### config.mk
export PLATFORM = sky130hd
export DESIGN_NAME = kw4281_display_top
export DESIGN_NICKNAME = d
export VERILOG_FILES = /design/src/verilog/kw4281_pkg.sv /design/src/verilog/bin_to_digits.sv /design/src/verilog/display_scan.sv /design/src/verilog/kw4281_display_top.sv
export VERILOG_INCLUDE_DIRS = /design/src /design/src/verilog
export SDC_FILE = /design/constraint.sdc
export NUM_CORES = 1
export LEC_CHECK = 0
export BUFFER_PORTS_ARGS = -buffer_cell sky130_fd_sc_hd__buf_2
export CAP_MARGIN = 0
export CORE_MARGIN = 2
export CORE_UTILIZATION = 60
export DETAILED_ROUTE_END_ITERATION = 6
export GPL_TIMING_DRIVEN = 1
export PLACE_DENSITY = 0.79
export SYNTH_ARGS = -nofsm -noshare
export SYNTH_HDL_FRONTEND = slang
export SYNTH_HIERARCHICAL = 1
export SYNTH_SLANG_ARGS = --single-unit
### constraint.sdc
create_clock -name clk_1000hz -period 3 [get_ports clk_1000hz]
set_input_delay 0.3 -clock clk_1000hz [delete_from_list [all_inputs] [get_ports clk_1000hz]]
set_output_delay 0.3 -clock clk_1000hz [all_outputs]
set_load 0.02 [all_outputs]
### src/verilog/kw4281_cfg.svh
`ifndef KW4281_CFG_SVH
`define KW4281_CFG_SVH

// ----------------------------------------------------------------------
// display timing
// ----------------------------------------------------------------------

// clk_1000hz cycles each digit stays selected
// a full frame takes four of these
`define KW4281_DWELL_CYCLES 4

// ----------------------------------------------------------------------
// brightness control
// ----------------------------------------------------------------------

// width of the brightness input
// an anode is lit while the dwell count is at most this value
// so with a 4-cycle dwell, 2 bits cover 1/4 up to full on
`define KW4281_BRIGHT_W 2

`endif

### src/verilog/kw4281_pkg.sv
package kw4281_pkg;

  // ----------------------------------------------------------------------
  // digit codes
  // ----------------------------------------------------------------------

  // one code per display position
  // 0..9 map straight to decimal digits
  typedef enum logic [3:0] {
    DIGIT_0     = 4'd0,
    DIGIT_1     = 4'd1,
    DIGIT_2     = 4'd2,
    DIGIT_3     = 4'd3,
    DIGIT_4     = 4'd4,
    DIGIT_5     = 4'd5,
    DIGIT_6     = 4'd6,
    DIGIT_7     = 4'd7,
    DIGIT_8     = 4'd8,
    DIGIT_9     = 4'd9,
    // only segment g
    DIGIT_MINUS = 4'd10,
    // all segments dark
    DIGIT_BLANK = 4'd15
  } digit_code_t;

  // [3] is the leftmost (sign) position, [0] the units
  typedef digit_code_t [3:0] digit_array_t;

  // power-up contents of the display
  localparam digit_array_t DIGITS_ALL_BLANK = '{
    DIGIT_BLANK, DIGIT_BLANK, DIGIT_BLANK, DIGIT_BLANK
  };

  // ----------------------------------------------------------------------
  // segment patterns
  // ----------------------------------------------------------------------

  // {g, f, e, d, c, b, a}, active low
  typedef logic [6:0] seg_t;

  // every segment off
  localparam seg_t SEG_BLANK = 7'b1111111;

endpackage
### src/verilog/bin_to_digits.sv
`timescale 1ns/100ps

module bin_to_digits (
  input  logic                     clk_1000hz,
  input  logic                     rst_i,
  input  logic signed [7:0]        value_i,
  input  logic                     load_i,
  output kw4281_pkg::digit_array_t digits_o,
  output logic                     done_o
);

  import kw4281_pkg::*;

  // ----------------------------------------------------------------------
  // declarations
  // ----------------------------------------------------------------------

  // idle -> hundreds -> tens -> finish -> idle
  typedef enum logic [1:0] {
    ST_IDLE,
    ST_HUNDREDS,
    ST_TENS,
    ST_FINISH
  } conv_state_t;

  conv_state_t state_q;

  // sign of the captured value
  logic        neg_q;
  // magnitude left over after the subtractions so far
  logic [7:0]  rem_q;
  // digit counters
  logic [3:0]  hund_q;
  logic [3:0]  tens_q;

  // unsigned magnitude of the input
  logic [7:0]  mag;

  // codes built in the finish state
  digit_code_t sign_code;
  digit_code_t hund_code;
  digit_code_t tens_code;
  digit_code_t unit_code;

  // ----------------------------------------------------------------------
  // magnitude
  // ----------------------------------------------------------------------

  // -128 wraps back to 8'h80, read as 128 unsigned
  assign mag = value_i[7] ? $unsigned(-value_i) : $unsigned(value_i);

  // ----------------------------------------------------------------------
  // control FSM
  // ----------------------------------------------------------------------

  always_ff @(posedge clk_1000hz or negedge rst_i) begin
    if (!rst_i) begin
      state_q <= ST_IDLE;
      done_o  <= 1'b0;
    end else begin
      done_o <= 1'b0;
      // a load always wins and restarts the conversion
      if (load_i) begin
        state_q <= ST_HUNDREDS;
      end else begin
        case (state_q)
          ST_HUNDREDS: begin
            if (rem_q < 8'd100) begin
              state_q <= ST_TENS;
            end
          end
          ST_TENS: begin
            if (rem_q < 8'd10) begin
              state_q <= ST_FINISH;
            end
          end
          ST_FINISH: begin
            // digits_o is written on this same edge
            done_o  <= 1'b1;
            state_q <= ST_IDLE;
          end
          default: begin
            state_q <= ST_IDLE;
          end
        endcase
      end
    end
  end

  // ----------------------------------------------------------------------
  // digit codes with leading-zero blanking
  // ----------------------------------------------------------------------

  always_comb begin
    sign_code = neg_q ? DIGIT_MINUS : DIGIT_BLANK;
    // hundreds dark when zero
    hund_code = (hund_q == 4'd0) ? DIGIT_BLANK : digit_code_t'(hund_q);
    // tens dark only if hundreds is dark too
    if ((hund_q == 4'd0) && (tens_q == 4'd0)) begin
      tens_code = DIGIT_BLANK;
    end else begin
      tens_code = digit_code_t'(tens_q);
    end
    // remainder is below 10 by now, units always shown
    unit_code = digit_code_t'(rem_q[3:0]);
  end

  // ----------------------------------------------------------------------
  // datapath
  // ----------------------------------------------------------------------

  always_ff @(posedge clk_1000hz) begin
    if (load_i) begin
      neg_q  <= value_i[7];
      rem_q  <= mag;
      hund_q <= 4'd0;
      tens_q <= 4'd0;
    end else begin
      case (state_q)
        ST_HUNDREDS: begin
          // one hundred per cycle
          if (rem_q >= 8'd100) begin
            rem_q  <= rem_q - 8'd100;
            hund_q <= hund_q + 4'd1;
          end
        end
        ST_TENS: begin
          // one ten per cycle
          if (rem_q >= 8'd10) begin
            rem_q  <= rem_q - 8'd10;
            tens_q <= tens_q + 4'd1;
          end
        end
        ST_FINISH: begin
          digits_o[3] <= sign_code;
          digits_o[2] <= hund_code;
          digits_o[1] <= tens_code;
          digits_o[0] <= unit_code;
        end
        default: begin
          rem_q <= rem_q;
        end
      endcase
    end
  end

endmodule

### src/verilog/display_scan.sv
`timescale 1ns/100ps
`include "kw4281_cfg.svh"

module display_scan (
  input  logic                         clk_1000hz,
  input  logic                         rst_i,
  input  kw4281_pkg::digit_array_t     digits_i,
  input  logic                         update_i,
  input  logic [`KW4281_BRIGHT_W-1:0]  brightness_i,
  output logic [3:0]                   an_o,
  output kw4281_pkg::seg_t             seg_o
);

  import kw4281_pkg::*;

  // ----------------------------------------------------------------------
  // sizing
  // ----------------------------------------------------------------------

  // at least one bit even for a single-cycle dwell
  localparam int DWELL_W =
    (`KW4281_DWELL_CYCLES > 1) ? $clog2(`KW4281_DWELL_CYCLES) : 1;
  // common width for the brightness compare
  localparam int CMP_W =
    (DWELL_W > `KW4281_BRIGHT_W) ? DWELL_W : `KW4281_BRIGHT_W;
  // last count before the digit index steps
  localparam logic [DWELL_W-1:0] DWELL_LAST = DWELL_W'(`KW4281_DWELL_CYCLES - 1);

  // ----------------------------------------------------------------------
  // declarations
  // ----------------------------------------------------------------------

  // digits currently on the display
  digit_array_t       shown_q;
  digit_array_t       shown_d;
  // set by the first update, keeps the display dark before that
  logic               showing_q;
  logic               showing_d;

  // dwell and digit counters
  logic [DWELL_W-1:0] dwell_q;
  logic [DWELL_W-1:0] dwell_d;
  logic [1:0]         idx_q;
  logic [1:0]         idx_d;

  // brightness compare operands
  logic [CMP_W-1:0]   dwell_cmp;
  logic [CMP_W-1:0]   bright_cmp;
  logic               lit_d;

  // next output values
  logic [3:0]         an_d;
  seg_t               seg_d;

  // ----------------------------------------------------------------------
  // segment decode
  // ----------------------------------------------------------------------

  function automatic seg_t seg_of(input digit_code_t code);
    seg_t pat;
    case (code)
      DIGIT_0:     pat = 7'b1000000;
      DIGIT_1:     pat = 7'b1111001;
      DIGIT_2:     pat = 7'b0100100;
      DIGIT_3:     pat = 7'b0110000;
      DIGIT_4:     pat = 7'b0011001;
      DIGIT_5:     pat = 7'b0010010;
      DIGIT_6:     pat = 7'b0000010;
      DIGIT_7:     pat = 7'b1111000;
      DIGIT_8:     pat = 7'b0000000;
      DIGIT_9:     pat = 7'b0010000;
      // g only
      DIGIT_MINUS: pat = 7'b0111111;
      // blank and any unused code
      default:     pat = SEG_BLANK;
    endcase
    return pat;
  endfunction

  // ----------------------------------------------------------------------
  // next state
  // ----------------------------------------------------------------------

  always_comb begin
    // new digits take effect on the edge after update
    shown_d   = update_i ? digits_i : shown_q;
    showing_d = showing_q | update_i;

    // dwell wraps, then index steps 3, 2, 1, 0, 3
    if (dwell_q == DWELL_LAST) begin
      dwell_d = '0;
      idx_d   = idx_q - 2'd1;
    end else begin
      dwell_d = dwell_q + DWELL_W'(1);
      idx_d   = idx_q;
    end
  end

  // ----------------------------------------------------------------------
  // anode gating and segment pattern
  // ----------------------------------------------------------------------

  always_comb begin
    dwell_cmp  = CMP_W'(dwell_d);
    bright_cmp = CMP_W'(brightness_i);
    // lit for the first brightness_i+1 cycles of the dwell
    lit_d      = showing_d && (dwell_cmp <= bright_cmp);

    // one-hot, active low
    if (lit_d) begin
      an_d = ~(4'b0001 << idx_d);
    end else begin
      an_d = 4'b1111;
    end

    // segments follow the digit for the whole dwell
    seg_d = seg_of(shown_d[idx_d]);
  end

  // ----------------------------------------------------------------------
  // registers
  // ----------------------------------------------------------------------

  // outputs are taken from the next-state values
  // so they line up with the counters every cycle
  always_ff @(posedge clk_1000hz or negedge rst_i) begin
    if (!rst_i) begin
      shown_q   <= DIGITS_ALL_BLANK;
      showing_q <= 1'b0;
      dwell_q   <= '0;
      idx_q     <= 2'd3;
      an_o      <= 4'b1111;
      seg_o     <= SEG_BLANK;
    end else begin
      shown_q   <= shown_d;
      showing_q <= showing_d;
      dwell_q   <= dwell_d;
      idx_q     <= idx_d;
      an_o      <= an_d;
      seg_o     <= seg_d;
    end
  end

endmodule

### src/verilog/kw4281_display_top.sv
`timescale 1ns/100ps
`include "kw4281_cfg.svh"

module kw4281_display_top (
  input  logic                         clk_1000hz,
  input  logic                         rst_i,
  // value to show, captured on load_i
  input  logic signed [7:0]            value_i,
  input  logic                         load_i,
  // anode on-time share
  input  logic [`KW4281_BRIGHT_W-1:0]  brightness_i,
  // display lines, active low
  output logic [3:0]                   an_o,
  output logic [6:0]                   seg_o,
  // one cycle per finished conversion
  output logic                         digits_valid_o
);

  import kw4281_pkg::*;

  // ----------------------------------------------------------------------
  // converter to scanner
  // ----------------------------------------------------------------------

  // sign, hundreds, tens, units codes
  digit_array_t digits;
  // digits are stable while this is high
  logic         conv_done;

  // ----------------------------------------------------------------------
  // binary to decimal converter
  // ----------------------------------------------------------------------

  bin_to_digits bin_to_digits_inst (
    .clk_1000hz (clk_1000hz),
    .rst_i      (rst_i),
    .value_i    (value_i),
    .load_i     (load_i),
    .digits_o   (digits),
    .done_o     (conv_done)
  );

  // ----------------------------------------------------------------------
  // multiplexed display scan
  // ----------------------------------------------------------------------

  display_scan display_scan_inst (
    .clk_1000hz   (clk_1000hz),
    .rst_i        (rst_i),
    .digits_i     (digits),
    .update_i     (conv_done),
    .brightness_i (brightness_i),
    .an_o         (an_o),
    .seg_o        (seg_o)
  );

  // the scanner latches on the same strobe
  assign digits_valid_o = conv_done;

endmodule

==> flow_metrics.env, run 1 <==
export IMPL_status="complete, no violations"
export IMPL_setup_viol=0
export IMPL_dp_final_hpwl_um=3850
export IMPL_first_global_vias=2041
export IMPL_rsz0062_at_grt="no"
export IMPL_timing_critical_path_required_ns=3.27
export IMPL_cts_root_buf="clkbuf_8"
export IMPL_post_route_cells_drive_above_1_share=0.311
export IMPL_synth_commonest_cells="dfstp_2 (29), nor2_1 (28), edfxtp_1 (22)"
export IMPL_clockBufferDepth=2
export IMPL_cp_data_arrival_time_ns=2.68
export IMPL_worst_slew_pin_slew_ns=0.744
export IMPL_placedInstanceArea_mm2=0.00351
export IMPL_synthMostInstantiatedCell="dfstp_2"
export IMPL_worst_setup_path_end_kind="flip-flop"
export IMPL_synth_area_leaders="dfstp_2 (23%), edfxtp_1 (20%), ha_1 (7.8%)"
export IMPL_timing_hold_violations_final=0
export IMPL_overflow=0
export IMPL_clock_tree_htree_level_count=3
export IMPL_syn_cell_area_mm2=0.00339
export IMPL_clock_power_share=0.204
export IMPL_total_grt_usage=0.198
export IMPL_timing_max_slew_rel_slack=0.504
export IMPL_clock_skew_final_ns=0.00944
export IMPL_gpl_final_weighted_congestion=0.849
export IMPL_fmax_mhz=415
export IMPL_synthToLayoutAreaGrowth_pct=9.53
export IMPL_synth_enable_flop_cells=22
export IMPL_synth_lib_cells_used_distinct=54
export IMPL_largest_net_degree_at_the_start_of_global_routing=36
export IMPL_ff2ff_setup_slack_ns=0.59
export IMPL_finished_cell_area_mm2=0.00371
export IMPL_drt_first_iter_violations=106
export IMPL_timing_final_crit_period_ns=2.41
export IMPL_cts_resized=0
export IMPL_drcViolationCount=0
export IMPL_netlist_area_leader_share=0.225
export IMPL_tritoncts_clock_tree="done"
export IMPL_sw_frac_of_total=0.342
export IMPL_share_comb_of_total_power=0.365
export IMPL_floorplan_core_area_mm2=0.00547
export IMPL_critical_path_reg2reg_endpoint="display_scan_inst/seg_o[3]"
export IMPL_yosys_register_bits=65
export IMPL_initial_core_util=0.619
export IMPL_max_cap_violations=0
export IMPL_p_switching_mw=1.21
export IMPL_ys_dominant_reg_cell="dfstp_2"
export IMPL_power_leakage_nw=1.55
export IMPL_wl_per_cell_um=13.8
export IMPL_ys_warnings=6
export IMPL_timing_worst_setup_path_type="flip-flop to flip-flop"
export IMPL_hp_class="input port to asynchronous set/reset pin"
export IMPL_cts_made_buffers=9
export IMPL_ys_seq_area_frac=0.512
export IMPL_power_density_mw_per_mm2=951
export IMPL_totalWireLength_um=5460
export IMPL_antennaDiodeCount=0
export IMPL_clk_latency_ns=0.34
export IMPL_final_min_period_over_clock_period=0.804
export IMPL_design_portCount=25
export IMPL_internal_power_mw=2.32
export IMPL_worstPathMaxFanout=6
export IMPL_report_final_slew_viol_count=0
export IMPL_cts_hold_fix_buffers=0
export IMPL_netlist_instances=293
export IMPL_numClockSinks=65
export IMPL_grt_first_pass_wirelength_um=9410
export IMPL_r2r_worst_path_cells=10
export IMPL_final_util=0.678
export IMPL_r2r_start="display_scan_inst/dwell_q[0]"
export IMPL_viasPerCell=5.29
export IMPL_asyncSetResetFlopFracSynth=0.538
export IMPL_placement_io_buffers=24
export IMPL_net_count_final=351
export IMPL_timing_critical_path_from_type="flip-flop"
export IMPL_die_width_um=79.1
export IMPL_postRouteAntennaNets=0
export IMPL_antenna_found_initial=0
export IMPL_route_vias_total=2084
export IMPL_seq_power_share=0.431
export IMPL_ir_worst_vdd_uv=471
export IMPL_postCtsSetupRepairBufs=0
export IMPL_yosysTopAreaCell="dfstp_2"
export IMPL_first_pass_iters=4
export IMPL_num_rows=27
export IMPL_cts_reportedPaths_clkPinSlew_ns=0.07
export IMPL_die_height_um=79.1
export IMPL_syn_area_per_cell_um2=11.6
export IMPL_die_area_mm2=0.00626
export IMPL_fin_setup_tns_ns=0
==> registers in the layout, indices dropped and copies added, names as in the netlist <==
name	cells
display_scan_inst/shown_q	16
display_scan_inst/seg_o	7
bin_to_digits_inst/hund_q	4
bin_to_digits_inst/rem_q	8
bin_to_digits_inst/digits_o	13
display_scan_inst/dwell_q	2
display_scan_inst/showing_q	1
display_scan_inst/an_o	4
bin_to_digits_inst/state_q	2
display_scan_inst/idx_q	2
bin_to_digits_inst/done_o	1
bin_to_digits_inst/neg_q	1
bin_to_digits_inst/tens_q	4
==> per-layer routing <==
| metal | vias up | wire length (µm) | GRT usage | share of wire |
|---|---|---|---|---|
| li1 | 1040 | - | - | - |
| met1 | 995 | 2680 | 0.271 | 0.49 |
| met2 | 40 | 2480 | 0.300 | 0.46 |
| met3 | 9 | 169 | 0.0375 | 0.031 |
| met4 | 0 | 121 | 0.107 | 0.022 |
| met5 | - | 0 | 0 | 0 |
==> cell families after synthesis <==
group           share of synthesized area
other cells                       0.00111
mux                                0.0920
xor+xnor                           0.0514
buf+inv                            0.0562
simple gates                        0.121
compound gates                     0.0891
fa+ha+maj                          0.0776
flops                               0.512
==> how the worst max path moves through the flow <==
| stage | from | to | slack [ns] | cells past startpoint |
|---|---|---|---|---|
| 6_report | display_scan_inst/dwell_q[0] | display_scan_inst/seg_o[3] | 0.59 | 10 |
| 5_1_grt | display_scan_inst/dwell_q[0] | display_scan_inst/seg_o[4] | 0.42 | 8 |
| 4_1_cts | display_scan_inst/dwell_q[0] | display_scan_inst/seg_o[3] | 0.60 | 10 |
| 3_5_place_dp | display_scan_inst/dwell_q[0] | display_scan_inst/seg_o[3] | 0.65 | 10 |
| 3_3_place_gp | display_scan_inst/dwell_q[0] | display_scan_inst/seg_o[3] | 0.73 | 10 |
| 2_1_floorplan | display_scan_inst/dwell_q[0] | display_scan_inst/seg_o[4] | 0.85 | 8 |
==> cell type report <==
class	instances	area, µm²
Clock buffer	15	189
Clock inverter	1	5.00
Inverter	22	82.6
Sequential cell	65	1730
Multi-Input combinational cell	192	1470
Tap cell	72	90.1
Fill cell	434	1760
Timing Repair Buffer	27	143
==> layout by cell type (no fill, tap or decap), types with 12 or more instances in the layout <==
cell,n
a21oi_1,12
buf_2,24
dfstp_2,29
edfxtp_1,22
ha_1,21
inv_1,21
mux2_2,15
nand2_1,18
nor2_1,28
o21ai_0,13
==> power by group through the flow <==
| stage | clock (mW) | combinational, mW | sequential [mW] |
|---|---|---|---|
| final | 0.720 | 1.29 | 1.52 |
| after global routing | 0.776 | 1.46 | 1.55 |
| after CTS | 0.732 | 1.29 | 1.52 |
| after detailed placement | 0 | 1.28 | 1.53 |
| after global placement | 0 | 1.26 | 1.53 |
| after floorplan | 0 | 1.03 | 1.53 |
==> per-stage QoR <==
stage	total power, mW	hold slack [ns]	setup WS (ns)	instances
finish	3.53	0.0313	0.589	394
global route	3.79	0.0873	0.425	394
CTS	3.55	0.0426	0.603	394
detailed placement	2.82	0.407	0.646	378
global placement	2.79	0.402	0.732	378
floorplan	2.56	0.00441	0.846	294
==> critical path: stages, from the launching register on <==
cell	delay [ns]
dfrtp_1	0.38
ha_1	0.23
nand2b_1	0.13
xor2_2	0.26
inv_2	0.14
mux4_2	0.52
inv_1	0.16
ha_1	0.24
inv_1	0.07
mux2i_1	0.07
a21oi_1	0.16
(Power assumes the default switching activity.)
==> run 2: changes to the inputs <==
- ABC_AREA: unset -> 1
- clock period: 3 -> 2.3 ns (I/O delays scaled with it)
==> flow_metrics.env, run 2 <==
export IMPL_ys_dominant_reg_cell="dfstp_2"
export IMPL_largest_register_ffs=16
export IMPL_cts_made_buffers=9
export IMPL_timing_final_crit_period_ns=2.07
export IMPL_synth_lib_cells_used_distinct=37
export IMPL_clock_skew_final_ns=0.0105
export IMPL_cts_hold_fix_buffers=1
export IMPL_grt_first_pass_wirelength_um=10800
export IMPL_clk_latency_ns=0.34
export IMPL_max_cap_violations=0
export IMPL_met2_wirelength_um=3330
export IMPL_fmax_mhz=484
export IMPL_placement_io_buffers=24
export IMPL_netlist_instances=424
export IMPL_total_grt_usage=0.214
export IMPL_drcViolationCount=0
export IMPL_initial_core_util=0.615
export IMPL_largest_register="display_scan_inst/shown_q"
export IMPL_synth_area_leaders="dfstp_2 (21%), edfxtp_1 (18%), nand2_1 (14%)"
export IMPL_synth_commonest_cells="nand2_1 (133), inv_1 (53), nand3_1 (39)"
export IMPL_numClockSinks=65
export IMPL_overflow=0
export IMPL_cts_reportedPaths_clkPinSlew_ns=0.07
export IMPL_yosysTopAreaCell="dfstp_2"
export IMPL_synthMostInstantiatedCell="nand2_1"
export IMPL_final_util=0.678
export IMPL_power_leakage_nw=1.92
export IMPL_design_portCount=25
export IMPL_largestRegisters="display_scan_inst/shown_q x16, bin_to_digits_inst/digits_o x13, bin_to_digits_inst/rem_q x8"
export IMPL_syn_cell_area_mm2=0.00362
export IMPL_setup_viol=0
export IMPL_floorplan_core_area_mm2=0.00589
export IMPL_dr_wl_met3_um=295
export IMPL_timing_critical_path_required_ns=2.30
export IMPL_die_width_um=81.6
export IMPL_antenna_found_initial=0
export IMPL_timing_max_slew_rel_slack=0.515
export IMPL_power_density_mw_per_mm2=1210
export IMPL_synth_enable_flop_cells=22
export IMPL_route_vias_total=2686
export IMPL_clockBufferDepth=2
export IMPL_first_pass_iters=4
export IMPL_postCtsSetupRepairBufs=0
export IMPL_most_common_layout_cells="nand2_1 (133), inv_1 (53), nand3_1 (39)"
export IMPL_clock_tree_htree_level_count=3
export IMPL_final_setup_worst_slack_ns=0.234
export IMPL_gpl_final_weighted_congestion=0.913
export IMPL_layout_cells_most_common="nand2_1"
export IMPL_num_rows=28
export IMPL_timing_hold_violations_final=0
export IMPL_die_area_mm2=0.00667
export IMPL_placement_setup_worst_slack_ns=0.259
export IMPL_ys_seq_area_frac=0.479
export IMPL_timing_worst_setup_path_type="flip-flop to flip-flop"
export IMPL_finished_cell_area_mm2=0.00399
export IMPL_ir_worst_vdd_uv=682
export IMPL_net_count_final=489
export IMPL_dp_final_hpwl_um=4770
export IMPL_worst_setup_path_end_kind="flip-flop"
export IMPL_die_height_um=81.6
export IMPL_largest_net_degree_at_the_start_of_global_routing=36
export IMPL_timing_critical_path_from_type="flip-flop"
export IMPL_hp_class="input port to flip-flop"
export IMPL_first_global_vias=2573
export IMPL_asyncSetResetFlopFracSynth=0.538
export IMPL_netlist_area_leader_share=0.211
export IMPL_top_signal_layer_used="met4"
export IMPL_yosys_register_bits=65
export IMPL_worst_slew_pin_slew_ns=0.728
export IMPL_cp_data_arrival_time_ns=2.06
export IMPL_detail_route_wirelength_met1_um=2770
export IMPL_fin_setup_tns_ns=0
export IMPL_report_final_slew_viol_count=0
export IMPL_synthToLayoutAreaGrowth_pct=10.4
export IMPL_n_fill_cell=463
export IMPL_worstPathMaxFanout=6
export IMPL_tritoncts_clock_tree="done"
export IMPL_wl_per_cell_um=12.2
export IMPL_antennaDiodeCount=0
export IMPL_ys_warnings=6
export IMPL_syn_area_per_cell_um2=8.53
export IMPL_placedInstanceArea_mm2=0.00378
export IMPL_cts_resized=0
export IMPL_status="complete, no violations"
export IMPL_viasPerCell=5.02
export IMPL_postRouteAntennaNets=0
export IMPL_cts_root_buf="clkbuf_8"
export IMPL_rsz0062_at_grt="no"
export IMPL_final_min_period_over_clock_period=0.898
export IMPL_post_route_cells_drive_above_1_share=0.259
export IMPL_totalWireLength_um=6530
export IMPL_drt_first_iter_violations=122
-- run 2: changes by cell type after synthesis, sizes merged, moves of 4 or more --
cell	delta
nand2b	-5
a21o	-5
mux2i	-9
nand2	+146
nor2	-10
mux2	-17
clkbuf	-4
xnor2	-9
nor2b	-4
xor2	-6
inv	+38
nand3	+37
-- run 2: where the power goes --
group          internal, mW  switching [mW]
combinational         0.633            1.24
sequential             1.76           0.187
clock                 0.611           0.424
-- run 2: logic make-up (layout without fill, tap and decap cells) --
logic type               Yosys count  count (layout)  share of synthesized area
other                              1               2                    0.00104
flip-flops                        65              65                      0.479
XOR/XNOR                           4               4                    0.00968
AO/OA/AOI/OAI                     28              28                     0.0432
AND/OR/NAND/NOR                  233             233                      0.302
adder cells (fa/ha/maj)           21              21                     0.0726
buffers and inverters             72             107                     0.0920
-- run 2: through the flow --
stage	hold WS, ns	total power, mW	instances
2_1_floorplan	-0.0656	3.40	425
3_3_place_gp	0.323	3.75	518
3_5_place_dp	0.333	3.83	518
4_1_cts	0.146	4.88	535
5_1_grt	0.153	5.22	535
6_report	0.151	4.85	535
-- run 2: critical path, stage by stage (launching register included) --
cell,delay [ns]
edfxtp_1,0.45
inv_1,0.15
ha_1,0.16
nand2_1,0.05
nand2_1,0.15
nor2_4,0.07
nand2_4,0.08
clkinv_1,0.06
nand2_1,0.07
o21ai_0,0.09
nor2_1,0.38
-- run 2: metal layers --
metal / global-route usage / vias to the layer above
met1: 0.232 / 1222
met5: 0 / -
met2: 0.387 / 63
li1: - / 1388
met4: 0.103 / 0
met3: 0.0560 / 13
-- run 2: final cells by class --
class | instances | area [µm²] | area share
flip-flops and latches | 65 | 1730 | 0.434
multi-input cells | 288 | 1560 | 0.390
well taps | 75 | 93.8 | 0.0235
clock inverters | 3 | 65.1 | 0.0163
inverters | 61 | 239 | 0.0599
repair buffers | 30 | 168 | 0.0420
clock buffers | 13 | 139 | 0.0348
-- run 2: final timing paths --
check                      slack [ns]                            end                        start  cells after the start
min in group asynchronous        0.47      bin_to_digits_inst/done_o                        rst_i                      2
max reg2reg                      0.23    bin_to_digits_inst/rem_q[2]  bin_to_digits_inst/rem_q[2]                     10
max                              0.23    bin_to_digits_inst/rem_q[2]  bin_to_digits_inst/rem_q[2]                     10
max in group asynchronous        1.34  bin_to_digits_inst/state_q[1]                        rst_i                      2
min                              0.15       bin_to_digits_inst/neg_q                   value_i[7]                      1
min reg2reg                      0.46    display_scan_inst/showing_q  display_scan_inst/showing_q                      2
==> run 3: changes to the inputs <==
- CORE_ASPECT_RATIO: unset -> 0.75
- CORE_UTILIZATION: 60 -> 29
- CTS_CLUSTER_SIZE: unset -> 16
- PLACE_DENSITY: 0.79 -> unset
==> flow_metrics.env, run 3 (synthesis results as in run 2) <==
export IMPL_worst_setup_path_end_kind="flip-flop"
export IMPL_drt_first_iter_violations=134
export IMPL_timing_critical_path_from_type="flip-flop"
export IMPL_fin_setup_tns_ns=0
export IMPL_met2_wirelength_um=2850
export IMPL_ir_worst_vdd_uv=502
export IMPL_final_util=0.344
export IMPL_antennaDiodeCount=0
export IMPL_timing_hold_violations_final=0
export IMPL_first_global_vias=2616
export IMPL_wl_per_cell_um=10.7
export IMPL_largest_register="display_scan_inst/shown_q"
export IMPL_cts_reportedPaths_clkPinSlew_ns=0.06
export IMPL_dr_wl_met3_um=299
export IMPL_cts_resized=0
export IMPL_num_rows=35
export IMPL_route_vias_total=2655
export IMPL_die_height_um=101
export IMPL_power_density_mw_per_mm2=1240
export IMPL_antenna_found_initial=0
export IMPL_design_portCount=25
export IMPL_stdcell_count=624
export IMPL_status="complete, no violations"
export IMPL_layout_cells_most_common="nand2_1"
export IMPL_clock_tree_htree_level_count=3
export IMPL_n_fill_cell=1238
export IMPL_hold_start="value_i[7]"
export IMPL_r2r_worst_path_cells=10
export IMPL_tritoncts_clock_tree="done"
export IMPL_dp_final_hpwl_um=5120
export IMPL_final_min_period_over_clock_period=0.900
export IMPL_critical_path_reg2reg_endpoint="bin_to_digits_inst/rem_q[7]"
export IMPL_postRouteAntennaNets=0
export IMPL_worst_slew_pin_slew_ns=0.750
export IMPL_totalWireLength_um=6710
export IMPL_clock_skew_final_ns=0.00936
export IMPL_largest_net_degree_at_the_start_of_global_routing=36
export IMPL_timing_worst_setup_path_type="flip-flop to flip-flop"
export IMPL_cell_count_of_the_worst_hold_path=1
export IMPL_timing_final_crit_period_ns=2.07
export IMPL_hold_end="bin_to_digits_inst/neg_q"
export IMPL_cts_made_buffers=9
export IMPL_top_signal_layer_used="met4"
export IMPL_die_width_um=133
export IMPL_grt_first_pass_wirelength_um=12000
export IMPL_numClockSinks=65
export IMPL_power_leakage_nw=1.96
export IMPL_setup_viol=0
export IMPL_hp_class="input port to flip-flop"
export IMPL_numPlacedInstances=607
export IMPL_cp_data_arrival_time_ns=2.05
export IMPL_post_route_cells_drive_above_1_share=0.264
export IMPL_report_final_slew_viol_count=0
export IMPL_most_common_layout_cells="nand2_1 (133), inv_1 (53), nand3_1 (39)"
export IMPL_floorplan_core_area_mm2=0.0122
export IMPL_largestRegisters="display_scan_inst/shown_q x16, bin_to_digits_inst/digits_o x13, bin_to_digits_inst/rem_q x8"
export IMPL_worstPathMaxFanout=6
export IMPL_placement_io_buffers=24
export IMPL_fmax_mhz=483
export IMPL_drcViolationCount=0
export IMPL_cts_root_buf="clkbuf_16"
export IMPL_viasPerCell=4.25
export IMPL_die_area_mm2=0.0134
export IMPL_clk_latency_ns=0.33
export IMPL_detail_route_wirelength_met1_um=3450
export IMPL_gpl_final_weighted_congestion=0.882
export IMPL_first_pass_iters=4
export IMPL_timing_critical_path_required_ns=2.28
export IMPL_initial_core_util=0.296
export IMPL_total_grt_usage=0.113
export IMPL_ff2ff_setup_slack_ns=0.23
export IMPL_largest_register_ffs=16
export IMPL_net_count_final=487
export IMPL_max_cap_violations=0
export IMPL_synthToLayoutAreaGrowth_pct=16.2
export IMPL_overflow=0
export IMPL_clockBufferDepth=2
export IMPL_rsz0062_at_grt="no"
export IMPL_timing_max_slew_rel_slack=0.500
export IMPL_r2r_start="bin_to_digits_inst/rem_q[2]"
-- run 3: cell count changes in the layout (fill, tap and decap cells not counted), sizes merged --
cell    change
buf         -2
bufinv      -1
clkbuf      -2
clkinv      +1
inv         +2
-- run 3: final cells by class --
class	count	area, µm²	area share
flip-flops and latches	65	1730	0.412
well taps	166	208	0.0494
repair buffers	28	153	0.0363
clock inverters	5	61.3	0.0146
inverters	61	239	0.0569
multi-input cells	288	1560	0.370
clock buffers	11	253	0.0602
-- run 3: worst max-delay path, cell delays in order (launching register included) --
cell and delay, ns:
edfxtp_1 0.46, inv_1 0.15, ha_1 0.16, nand2_1 0.05, nand2_1 0.15, nor2_4 0.06
nand2_4 0.08, clkinv_1 0.06, nand2_1 0.06, o21ai_0 0.08, nor2_1 0.40
-- run 3: per-layer routing --
metal  track usage  vias up
li1              -     1388
met1         0.153     1212
met2         0.175       46
met3        0.0317        9
met4        0.0422        0
met5             0        -
-- run 3: what timing repair did --
action,CTS,global route
hold endpoints to repair,3,0
hold buffers,1,0
endpoints found under the setup margin,0,0
setup buffers,0,0
-- run 3: per-stage QoR --
step | instance area [µm²] | setup WS, ns | hold WS, ns | power [mW]
detailed placement | 3880 | 0.228 | 0.353 | 3.85
finish | 4200 | 0.229 | 0.167 | 5.22
global placement | 3880 | 0.335 | 0.341 | 3.79
floorplan | 3620 | 0.495 | -0.0656 | 3.40
global route | 4200 | 0.0519 | 0.174 | 5.67
CTS | 4200 | 0.210 | 0.161 | 5.29
-- run 3: how the worst max path moves through the flow --
stage                                startpoint                     endpoint  cells after the start
floorplan           bin_to_digits_inst/rem_q[2]  bin_to_digits_inst/rem_q[2]                     10
detailed placement  bin_to_digits_inst/rem_q[2]  bin_to_digits_inst/rem_q[7]                     10
global route        bin_to_digits_inst/rem_q[2]  bin_to_digits_inst/rem_q[6]                     10
global placement    bin_to_digits_inst/rem_q[2]  bin_to_digits_inst/rem_q[7]                     10
CTS                 bin_to_digits_inst/rem_q[2]  bin_to_digits_inst/rem_q[7]                     10
finish              bin_to_digits_inst/rem_q[2]  bin_to_digits_inst/rem_q[7]                     10
-- run 3: power by group --
group	total, mW	switching, mW	internal [mW]
combinational	1.86	1.24	0.627
clock	1.41	0.501	0.904
sequential	1.95	0.194	1.76
total	5.22	1.93	3.29
